File: src/verilog/disp_cfg.svh
`ifndef DISP_CFG_SVH
`define DISP_CFG_SVH

// visible area, in framebuffer cells
`define H_ACTIVE 16
`define V_ACTIVE 12

// full raster including blanking
`define H_TOTAL 24
`define V_TOTAL 16

`define HS_START 18 // hsync columns [HS_START, HS_END)
`define HS_END 21
`define VS_START 13 // vsync rows [VS_START, VS_END)
`define VS_END 14

`define FB_DEPTH (`H_ACTIVE * `V_ACTIVE)

`define OP_WRITE 8'h01
`define OP_WIPE 8'hFF

`define SYNC_STAGES 2

`endif
File: src/verilog/spi_pkg.sv
`include "disp_cfg.svh"

package spi_pkg;

    typedef struct packed {
        logic sck;
        logic cs_n;
        logic mosi;
    } spi_pins_t;

    // received byte, valid is a one cycle strobe
    typedef struct packed {
        logic       valid;
        logic [7:0] data;
        logic       first; // first byte after cs_n went low
    } spi_byte_t;

    typedef enum logic [7:0] {
        OP_WRITE_PIXEL = `OP_WRITE,
        OP_WIPE_ALL    = `OP_WIPE
    } opcode_e;

endpackage

File: src/verilog/disp_pkg.sv
package disp_pkg;

    typedef logic [4:0] coord_t; // raster x or y
    typedef logic [3:0] cidx_t;  // colour index

    typedef struct packed {
        logic [3:0] r;
        logic [3:0] g;
        logic [3:0] b;
    } rgb_t;

    // one raster position with its sync state
    typedef struct packed {
        coord_t x;
        coord_t y;
        logic   hsync;
        logic   vsync;
        logic   de;
    } timing_t;

    typedef struct packed {
        logic       en;
        logic [7:0] addr;
        cidx_t      data;
    } fb_wr_t;

endpackage

File: src/verilog/disp_top.sv
module disp_top import disp_pkg::*, spi_pkg::*; (
    input  logic clk_pix,
    input  logic rst,
    input  logic pll_locked,
    input  logic sck,
    input  logic cs_n,
    input  logic mosi,
    output logic hsync,
    output logic vsync,
    output logic de,
    output rgb_t rgb,
    output logic busy
);

    spi_pins_t  pins;
    spi_byte_t  rx;
    fb_wr_t     fb_wr;
    logic       soft_reset;
    logic       rst_spi;
    logic       rst_core;
    logic       rst_protect;
    logic [7:0] fb_raddr;
    cidx_t      fb_rdata;

    assign pins = '{sck: sck, cs_n: cs_n, mosi: mosi};

    reset_controller u_reset_controller (
        .clk_pix     (clk_pix),
        .rst         (rst),
        .pll_locked  (pll_locked),
        .soft_reset  (soft_reset),
        .rst_spi     (rst_spi),
        .rst_core    (rst_core),
        .rst_protect (rst_protect)
    );

    spi_slave u_spi_slave (
        .clk_pix (clk_pix),
        .rst     (rst_spi),
        .pins    (pins),
        .rx      (rx)
    );

    cmd_decoder u_cmd_decoder (
        .clk_pix     (clk_pix),
        .rst         (rst_spi),
        .rx          (rx),
        .rst_protect (rst_protect),
        .busy        (busy),
        .fb_wr       (fb_wr),
        .soft_reset  (soft_reset)
    );

    framebuffer u_framebuffer (
        .clk_pix (clk_pix),
        .rst     (rst_core),
        .wr      (fb_wr),
        .raddr   (fb_raddr),
        .rdata   (fb_rdata),
        .busy    (busy)
    );

    video_out u_video_out (
        .clk_pix  (clk_pix),
        .rst      (rst_core),
        .fb_raddr (fb_raddr),
        .fb_rdata (fb_rdata),
        .hsync    (hsync),
        .vsync    (vsync),
        .de       (de),
        .rgb      (rgb)
    );

endmodule

File: src/verilog/video_out.sv
`include "disp_cfg.svh"

module video_out import disp_pkg::*; (
    input  logic       clk_pix,
    input  logic       rst,
    output logic [7:0] fb_raddr,
    input  cidx_t      fb_rdata,
    output logic       hsync,
    output logic       vsync,
    output logic       de,
    output rgb_t       rgb
);

    coord_t  x;
    coord_t  y;
    timing_t tm_now;
    timing_t tm_out; // aligned with grey_q
    rgb_t    grey_q;

    always_ff @(posedge clk_pix or posedge rst) begin
        if (rst) begin
            x <= '0;
            y <= '0;
        end else if (x == coord_t'(`H_TOTAL - 1)) begin
            x <= '0;
            y <= (y == coord_t'(`V_TOTAL - 1)) ? '0 : y + coord_t'(1);
        end else begin
            x <= x + coord_t'(1);
        end
    end

    always_comb begin
        tm_now.x     = x;
        tm_now.y     = y;
        tm_now.hsync = (x >= `HS_START) && (x < `HS_END);
        tm_now.vsync = (y >= `VS_START) && (y < `VS_END);
        tm_now.de    = (x < `H_ACTIVE) && (y < `V_ACTIVE);
    end

    // only active pixels hit the ram
    assign fb_raddr = tm_now.de ? 8'(y * `H_ACTIVE + x) : '0;

    // ram read plus palette stage
    delay_line #(
        .T     (timing_t),
        .DEPTH (2)
    ) u_tm_delay (
        .clk_pix (clk_pix),
        .rst     (rst),
        .d       (tm_now),
        .q       (tm_out)
    );

    always_ff @(posedge clk_pix) begin
        grey_q <= '{r: fb_rdata, g: fb_rdata, b: fb_rdata}; // grey ramp
    end

    assign hsync = tm_out.hsync;
    assign vsync = tm_out.vsync;
    assign de    = tm_out.de;
    assign rgb   = tm_out.de ? grey_q : '0;

endmodule

File: src/verilog/framebuffer.sv
`include "disp_cfg.svh"

module framebuffer import disp_pkg::*; (
    input  logic       clk_pix,
    input  logic       rst,
    input  fb_wr_t     wr,
    input  logic [7:0] raddr,
    output cidx_t      rdata,
    output logic       busy
);

    cidx_t      mem [`FB_DEPTH];
    logic [7:0] wipe_addr;

    // wipe runs once after every core reset
    always_ff @(posedge clk_pix or posedge rst) begin
        if (rst) begin
            busy      <= 1'b1;
            wipe_addr <= '0;
        end else if (busy) begin
            wipe_addr <= wipe_addr + 8'd1;
            if (wipe_addr == 8'(`FB_DEPTH - 1)) begin
                busy <= 1'b0;
            end
        end
    end

    always_ff @(posedge clk_pix) begin
        if (busy) begin
            mem[wipe_addr] <= '0; // wipe owns the write port
        end else if (wr.en) begin
            mem[wr.addr] <= wr.data;
        end
        rdata <= mem[raddr];
    end

endmodule

File: src/verilog/reset_controller.sv
module reset_controller (
    input  logic clk_pix,
    input  logic rst,
    input  logic pll_locked,
    input  logic soft_reset,
    output logic rst_spi,
    output logic rst_core,
    output logic rst_protect
);

    logic [1:0] rst_sync;
    logic [1:0] lock_sync;
    logic [1:0] soft_ctr;
    logic       soft_pulse;

    // async assert, release after two clean edges
    always_ff @(posedge clk_pix or posedge rst) begin
        if (rst) begin
            rst_sync <= 2'b11;
        end else begin
            rst_sync <= {rst_sync[0], 1'b0};
        end
    end

    assign rst_spi = rst_sync[1];

    always_ff @(posedge clk_pix or posedge rst_spi) begin
        if (rst_spi) begin
            lock_sync <= '0;
        end else begin
            lock_sync <= {lock_sync[0], pll_locked};
        end
    end

    // soft reset sequence, protect is held one cycle past the pulse
    always_ff @(posedge clk_pix or posedge rst_spi) begin
        if (rst_spi) begin
            soft_ctr    <= '0;
            soft_pulse  <= 1'b0;
            rst_protect <= 1'b0;
        end else begin
            if (soft_ctr == 2'd3) begin
                rst_protect <= 1'b0;
                soft_ctr    <= '0;
            end else if (soft_ctr == 2'd2) begin
                soft_pulse <= 1'b0; // core comes out of reset
                soft_ctr   <= 2'd3;
            end else if (soft_ctr == 2'd1) begin
                soft_pulse  <= 1'b1;
                rst_protect <= 1'b1;
                soft_ctr    <= 2'd2;
            end else if (soft_reset) begin
                soft_ctr <= 2'd1;
            end
        end
    end

    assign rst_core = rst_spi || !lock_sync[1] || soft_pulse;

endmodule

File: src/verilog/cmd_decoder.sv
`include "disp_cfg.svh"

module cmd_decoder import disp_pkg::*, spi_pkg::*; (
    input  logic      clk_pix,
    input  logic      rst,
    input  spi_byte_t rx,
    input  logic      rst_protect,
    input  logic      busy,
    output fb_wr_t    fb_wr,
    output logic      soft_reset
);

    typedef enum logic [1:0] {
        ST_IDLE,
        ST_X,
        ST_Y,
        ST_C
    } state_e;

    state_e     state;
    logic [7:0] x_q; // full byte kept so large values fail the range check
    logic [7:0] y_q;
    logic       in_range;

    assign in_range = (x_q < `H_ACTIVE) && (y_q < `V_ACTIVE);

    always_ff @(posedge clk_pix or posedge rst) begin
        if (rst) begin
            state      <= ST_IDLE;
            x_q        <= '0;
            y_q        <= '0;
            fb_wr      <= '0;
            soft_reset <= 1'b0;
        end else begin
            fb_wr.en   <= 1'b0;
            soft_reset <= 1'b0;
            if (rx.valid && !rst_protect) begin
                if (rx.first) begin
                    // new transfer, any command in progress is abandoned
                    case (opcode_e'(rx.data))
                        OP_WRITE_PIXEL: state <= ST_X;
                        OP_WIPE_ALL: begin
                            soft_reset <= 1'b1;
                            state      <= ST_IDLE;
                        end
                        default: state <= ST_IDLE; // unknown opcode
                    endcase
                end else begin
                    case (state)
                        ST_X: begin
                            x_q   <= rx.data;
                            state <= ST_Y;
                        end
                        ST_Y: begin
                            y_q   <= rx.data;
                            state <= ST_C;
                        end
                        ST_C: begin
                            state <= ST_IDLE;
                            if (in_range && !busy) begin
                                fb_wr.en   <= 1'b1;
                                fb_wr.addr <= 8'(y_q * `H_ACTIVE + x_q);
                                fb_wr.data <= rx.data[3:0];
                            end
                        end
                        default: state <= ST_IDLE; // stray bytes
                    endcase
                end
            end
        end
    end

endmodule

File: src/verilog/spi_slave.sv
`include "disp_cfg.svh"

module spi_slave import spi_pkg::*; (
    input  logic      clk_pix,
    input  logic      rst,
    input  spi_pins_t pins,
    output spi_byte_t rx
);

    spi_pins_t  pins_s;   // synchronised pins
    logic       sck_prev; // one cycle older, for edge detect
    logic       sck_rise;
    logic [2:0] bit_cnt;
    logic [6:0] shift;
    logic       first_pend;

    // async pins into clk_pix domain
    delay_line #(
        .T     (spi_pins_t),
        .DEPTH (`SYNC_STAGES)
    ) u_pin_sync (
        .clk_pix (clk_pix),
        .rst     (rst),
        .d       (pins),
        .q       (pins_s)
    );

    assign sck_rise = pins_s.sck && !sck_prev;

    always_ff @(posedge clk_pix or posedge rst) begin
        if (rst) begin
            sck_prev   <= 1'b0;
            bit_cnt    <= '0;
            shift      <= '0;
            first_pend <= 1'b1;
            rx         <= '0;
        end else begin
            sck_prev <= pins_s.sck;
            rx.valid <= 1'b0; // strobe
            if (pins_s.cs_n) begin
                // deselected, drop any partial byte
                bit_cnt    <= '0;
                first_pend <= 1'b1;
            end else if (sck_rise) begin
                bit_cnt <= bit_cnt + 3'd1;
                shift   <= {shift[5:0], pins_s.mosi}; // msb first
                if (bit_cnt == 3'd7) begin
                    rx.valid   <= 1'b1;
                    rx.data    <= {shift, pins_s.mosi};
                    rx.first   <= first_pend;
                    first_pend <= 1'b0;
                end
            end
        end
    end

endmodule

File: src/verilog/delay_line.sv
module delay_line #(
    parameter type T     = logic,
    parameter int  DEPTH = 2
) (
    input  logic clk_pix,
    input  logic rst,
    input  T     d,
    output T     q
);

    T stage [DEPTH];

    always_ff @(posedge clk_pix or posedge rst) begin
        if (rst) begin
            for (int i = 0; i < DEPTH; i++) begin
                stage[i] <= '0;
            end
        end else begin
            stage[0] <= d;
            for (int i = 1; i < DEPTH; i++) begin
                stage[i] <= stage[i-1];
            end
        end
    end

    assign q = stage[DEPTH-1];

endmodule

File: config.mk
export PLATFORM = sky130hd
export DESIGN_NAME = disp_top
export DESIGN_NICKNAME = d
export VERILOG_FILES = /design/src/verilog/spi_pkg.sv /design/src/verilog/disp_pkg.sv /design/src/verilog/disp_top.sv /design/src/verilog/video_out.sv /design/src/verilog/framebuffer.sv /design/src/verilog/reset_controller.sv /design/src/verilog/cmd_decoder.sv /design/src/verilog/spi_slave.sv /design/src/verilog/delay_line.sv
export VERILOG_INCLUDE_DIRS = /design/src /design/src/verilog
export SDC_FILE = /design/constraint.sdc
export NUM_CORES = 1
export LEC_CHECK = 0
export BUFFER_PORTS_ARGS = -buffer_cell sky130_fd_sc_hd__buf_2
export CAP_MARGIN = 20
export CORE_MARGIN = 4
export CORE_UTILIZATION = 55
export DETAILED_ROUTE_END_ITERATION = 8
export HOLD_SLACK_MARGIN = 0.15
export PLACE_DENSITY = 0.71
export SLEW_MARGIN = 20
export SYNTH_ARGS = -nofsm -noshare
export SYNTH_HDL_FRONTEND = slang
export SYNTH_SLANG_ARGS = --single-unit
File: constraint.sdc
create_clock -name clk_pix -period 3.29 [get_ports clk_pix]
set_clock_uncertainty 0.1 [all_clocks]
set_input_delay 0 -clock clk_pix [delete_from_list [all_inputs] [get_ports clk_pix]]
set_output_delay 0 -clock clk_pix [all_outputs]
set_load 0.1 [all_outputs]
==> run summary <==
STA
--------------------------------------------------------------------------------------
Worst rel slew slack                                                             31.1%
Worst path setup slack after routing                                         0.0971 ns
Final number of hold-violating endpoints                                             0
Transition time of the tightest slew-check pin                                 1.03 ns
Setup TNS                                                                         0 ns
Final setup viols                                                                    0
Unrepaired setup endpoints after global routing                                     no
Max Transition Viols Final                                                           0
Period utilisation layout                                                        97.0%
Minimum clock period after layout                                              3.19 ns
Fmax achieved                                                                  313 MHz

DRT
--------------------------------------------------------------------------------------
TritonRoute pass-1 iters                                                             6
Iter 0 DRT Violations                                                             3207
Mean number of vias per cell                                                      6.55
Vias                                                                             23111
Antenna-violating nets left                                                          0
Routed len/inst                                                                27.8 um
DRC violation count after routing                                                    0
Final wirelength                                                               98.2 mm

FLOORPLANNING
--------------------------------------------------------------------------------------
Die area                                                                    69700 um^2
X dimension of the die                                                          264 um
# rows                                                                              93
Ports placed on the boundary                                                        22
Starting Density                                                                 55.7%
DIE HEIGHT                                                                      264 um
Standard cell core area                                                     64700 um^2

YOSYS
--------------------------------------------------------------------------------------
Synthesized area                                                            36000 um^2
Portion of synthesized cell area occupied by the leading cell type               64.0%
Net count after synthesis                                                         2540
Average size of a mapped cell                                                14.3 um^2
Warning count from the yosys run                                                     0
Number of distinct library cells after synthesis                                    81
Ys flop type                                                                  edfxtp_1
Share of flip-flops with an asynchronous set or reset after synthesis            10.7%
Flip-flop and latch count after synthesis                                          869
Gate count of the mapped netlist                                                  2513
Synth area leaders                                                        edfxtp_1 (64%), dfrtp_1 (6.2%), mux2i_1 (3.1%)
Cell taking the most area after synthesis                                     edfxtp_1
Sequential element share of the synthesized area                                 70.9%
Post-synth EDFFs                                                                   768

CLOCK TREE
--------------------------------------------------------------------------------------
Total CTS buffers                                                                   85
Root buffer cell                                                             clkbuf_16
Number of sinks handled by clock tree synthesis                                    869
Clock Tree Buf Depth                                                                 3
Total of cells resized after clock tree synthesis                                    0
Number of hold-repair buffers added at the cts stage                                10
Maximum level of the CTS H-tree                                                      3
Clock-pin slew on the worst setup and hold paths                               0.07 ns
Clock latency at the later pin of the worst-skew pair                          0.63 ns
Clock tree from TritonCTS                                                        built
Number of buffers inserted to repair setup after CTS                                 0

CRITICAL PATH
--------------------------------------------------------------------------------------
Critical path launch point type                                                   flop
Arrival time of the worst setup path                                           3.62 ns
CP dominant cell by count                                                         ha_1
Maximum fanout along the worst path                                                  8
Slowest stage cell on the critical path                                         nor3_1
Slowest cell delay on critical path                                            0.62 ns
Classification of the worst setup path                                    flop to flop
Endpoint required time on the critical path                                    3.72 ns
Cell Chain, Critical Path                                                 ha_1 > ha_1 > mux2_2 > nor3_1 > nand3_1 > nor4_1 > o211ai_1 > buf_4 > and4_1
Crit path capture type                                                            flop

FINAL LAYOUT
--------------------------------------------------------------------------------------
Net count, final                                                                  2632
Layout Cells excl Fill                                                            3529
Layout cells sized above 1                                                       16.4%
Ant diodes                                                                           0
P&R area growth vs syn                                                           13.2%

JOB
--------------------------------------------------------------------------------------
Max-capacitance violation count                                                      0

POWER
--------------------------------------------------------------------------------------
Part of the total power dissipated in combinational logic                         0.4%
Portion of total power attributed to the clock network                           44.9%
Sequential group share of total power                                            54.8%
Total leakage power                                                            12.0 nW
Total power                                                                    21.7 mW
Sw Pwr                                                                         4.10 mW
Pint                                                                           17.6 mW
Max VDD drop                                                                    454 uV
Switching portion of total power                                                 18.8%
Power Dens Cells                                                           533 nW/um^2

PLACEMENT
--------------------------------------------------------------------------------------
Placed Instances                                                                  3363
Pre-CTS setup slack                                                           0.239 ns
Port-buffer cells                                                                   21
Weighted congestion reported at the end of routability-driven placement           1.01
Dpl hpwl                                                                       63.7 mm

GLOBAL ROUTING
--------------------------------------------------------------------------------------
First-pass GRT wire length                                                      146 mm
Total Routing Usage GR                                                           27.9%
Total gr overflow                                                                    0
Number of antenna violations at the first check in global routing                    1
Maximum number of pins on one net before global-route repair                       103
Number of global-route vias before repair                                        22908

OUTCOME
--------------------------------------------------------------------------------------
Outcome                                                                   complete, no violations

MIN PATH
--------------------------------------------------------------------------------------
Worst min-delay path category                                             flop to flop

cell families after synthesis:
kind of cell | Yosys count | share of synthesized area, %
mux | 215 | 7.21
buf+inv | 222 | 2.88
xor+xnor | 14 | 0.340
flops | 869 | 70.9
compound gates | 553 | 10.1
simple gates | 618 | 7.80
fa+ha+maj | 21 | 0.750
other cells | 1 | 0.0104
layer usage:
metal	share of wire [%]	up-vias	GRT usage [%]
met3	11	297	5.83
met5	0	-	0
met2	46	1536	43.2
li1	-	9872	-
met4	5.1	0	12.8
met1	38	11406	38.4
flip-flops by register name, summed over array words and instances (netlist names), 3 cells and up:
name and count:
u_framebuffer.mem 768, u_cmd_decoder.fb_wr 13, u_spi_slave.rx 10, u_cmd_decoder.x_q 8, u_cmd_decoder.y_q 8, u_framebuffer.wipe_addr 8
u_spi_slave.shift 7, u_video_out.x 5, u_video_out.y 5, u_framebuffer.rdata 4, u_video_out.grey_q 4, u_spi_slave.bit_cnt 3
u_spi_slave.u_pin_sync.q 3, u_spi_slave.u_pin_sync.stage 3, u_video_out.u_tm_delay.q 3, u_video_out.u_tm_delay.stage 3
cell type report:
type	count	area (um^2)
inverters	37	141
multi-input cells	1422	9470
clock inverters	52	533
flip-flops and latches	869	25600
fillers	4653	23900
well taps	855	1070
clock buffers	104	2250
repair buffers	190	1770
cell usage in the layout (no fill, tap or decap), types with 10 or more instances in the layout:
cell type      count
nand3b_1          16
o21ai_0           95
o32ai_1           11
nor4_1            14
or3_1             15
buf_12            30
buf_2             21
nor2b_1           11
mux2_2            75
a21oi_1          137
o31ai_1           19
edfxtp_1         768
a221oi_1          10
nor2_1           281
mux4_2            28
o211ai_1          42
clkbuf_1          16
nand3_1           24
o22ai_1           55
dfrtp_1           87
clkbuf_16         87
clkinv_1          19
o221ai_1          38
nand2_1          131
inv_1             32
mux2i_1          112
nor3_1            43
and2_1            21
a31oi_1           34
clkinv_2          20
nand2b_1          12
buf_4            129
a211oi_1          21
bufinv_16         11
ha_1              20
dlygate4sd3_1     10
Yosys cell counts, types with 33 or more instances:
library cell	instances
clkbuf_1	89
a21oi_1	137
nand2_1	131
nor2_1	283
mux2_2	75
o211ai_1	42
inv_1	33
buf_2	64
a31oi_1	34
o22ai_1	55
mux2i_1	112
o221ai_1	38
edfxtp_1	768
o21ai_0	95
nor3_1	43
dfrtp_1	89
critical path, delay by kind of cell (launching register included):
kind | cells | cell delay [ns]
AO/OA/AOI/OAI | 1 | 0.16
adder cells (fa/ha/maj) | 2 | 0.48
buffers and inverters | 1 | 0.16
flip-flops | 1 | 0.48
multiplexers | 1 | 0.35
AND/OR/NAND/NOR | 4 | 1.35
power groups by stage:
stage	logic (mW)	clock network [mW]	registers, mW
floorplan	0.0548	0	12.1
global route	0.0917	10.4	11.9
detailed placement	0.0729	0	12.1
finish	0.0789	9.76	11.9
CTS	0.0820	9.88	11.9
global placement	0.0688	0	12.1
stage by stage:
stage | util, % | hold slack (ns) | area (um^2)
after global routing | 63.1 | 0.252 | 40800
after detailed placement | 58.6 | -0.0434 | 37900
final | 63.1 | 0.242 | 40800
after CTS | 63.1 | 0.238 | 40800
after global placement | 58.6 | -0.0567 | 37900
after floorplan | - | -0.189 | 36000
worst paths after layout:
check | from | end | slack (ns) | cells after the start
setup / recovery | u_video_out.y[0] | u_framebuffer.rdata[0] | 0.1 | 9
setup reg to reg | u_video_out.y[0] | u_framebuffer.rdata[0] | 0.1 | 9
hold reg to reg | u_framebuffer.rdata[2] | u_video_out.grey_q[10] | 0.24 | 0
max in group asynchronous | u_reset_controller.rst_sync[1] | u_video_out.x[1] | 2.11 | 3
min in group asynchronous | u_reset_controller.lock_sync[1] | u_framebuffer.wipe_addr[1] | 0.31 | 1
hold / removal | u_framebuffer.rdata[2] | u_video_out.grey_q[10] | 0.24 | 0
No activity file was read; power rests on OpenSTA's default activity.
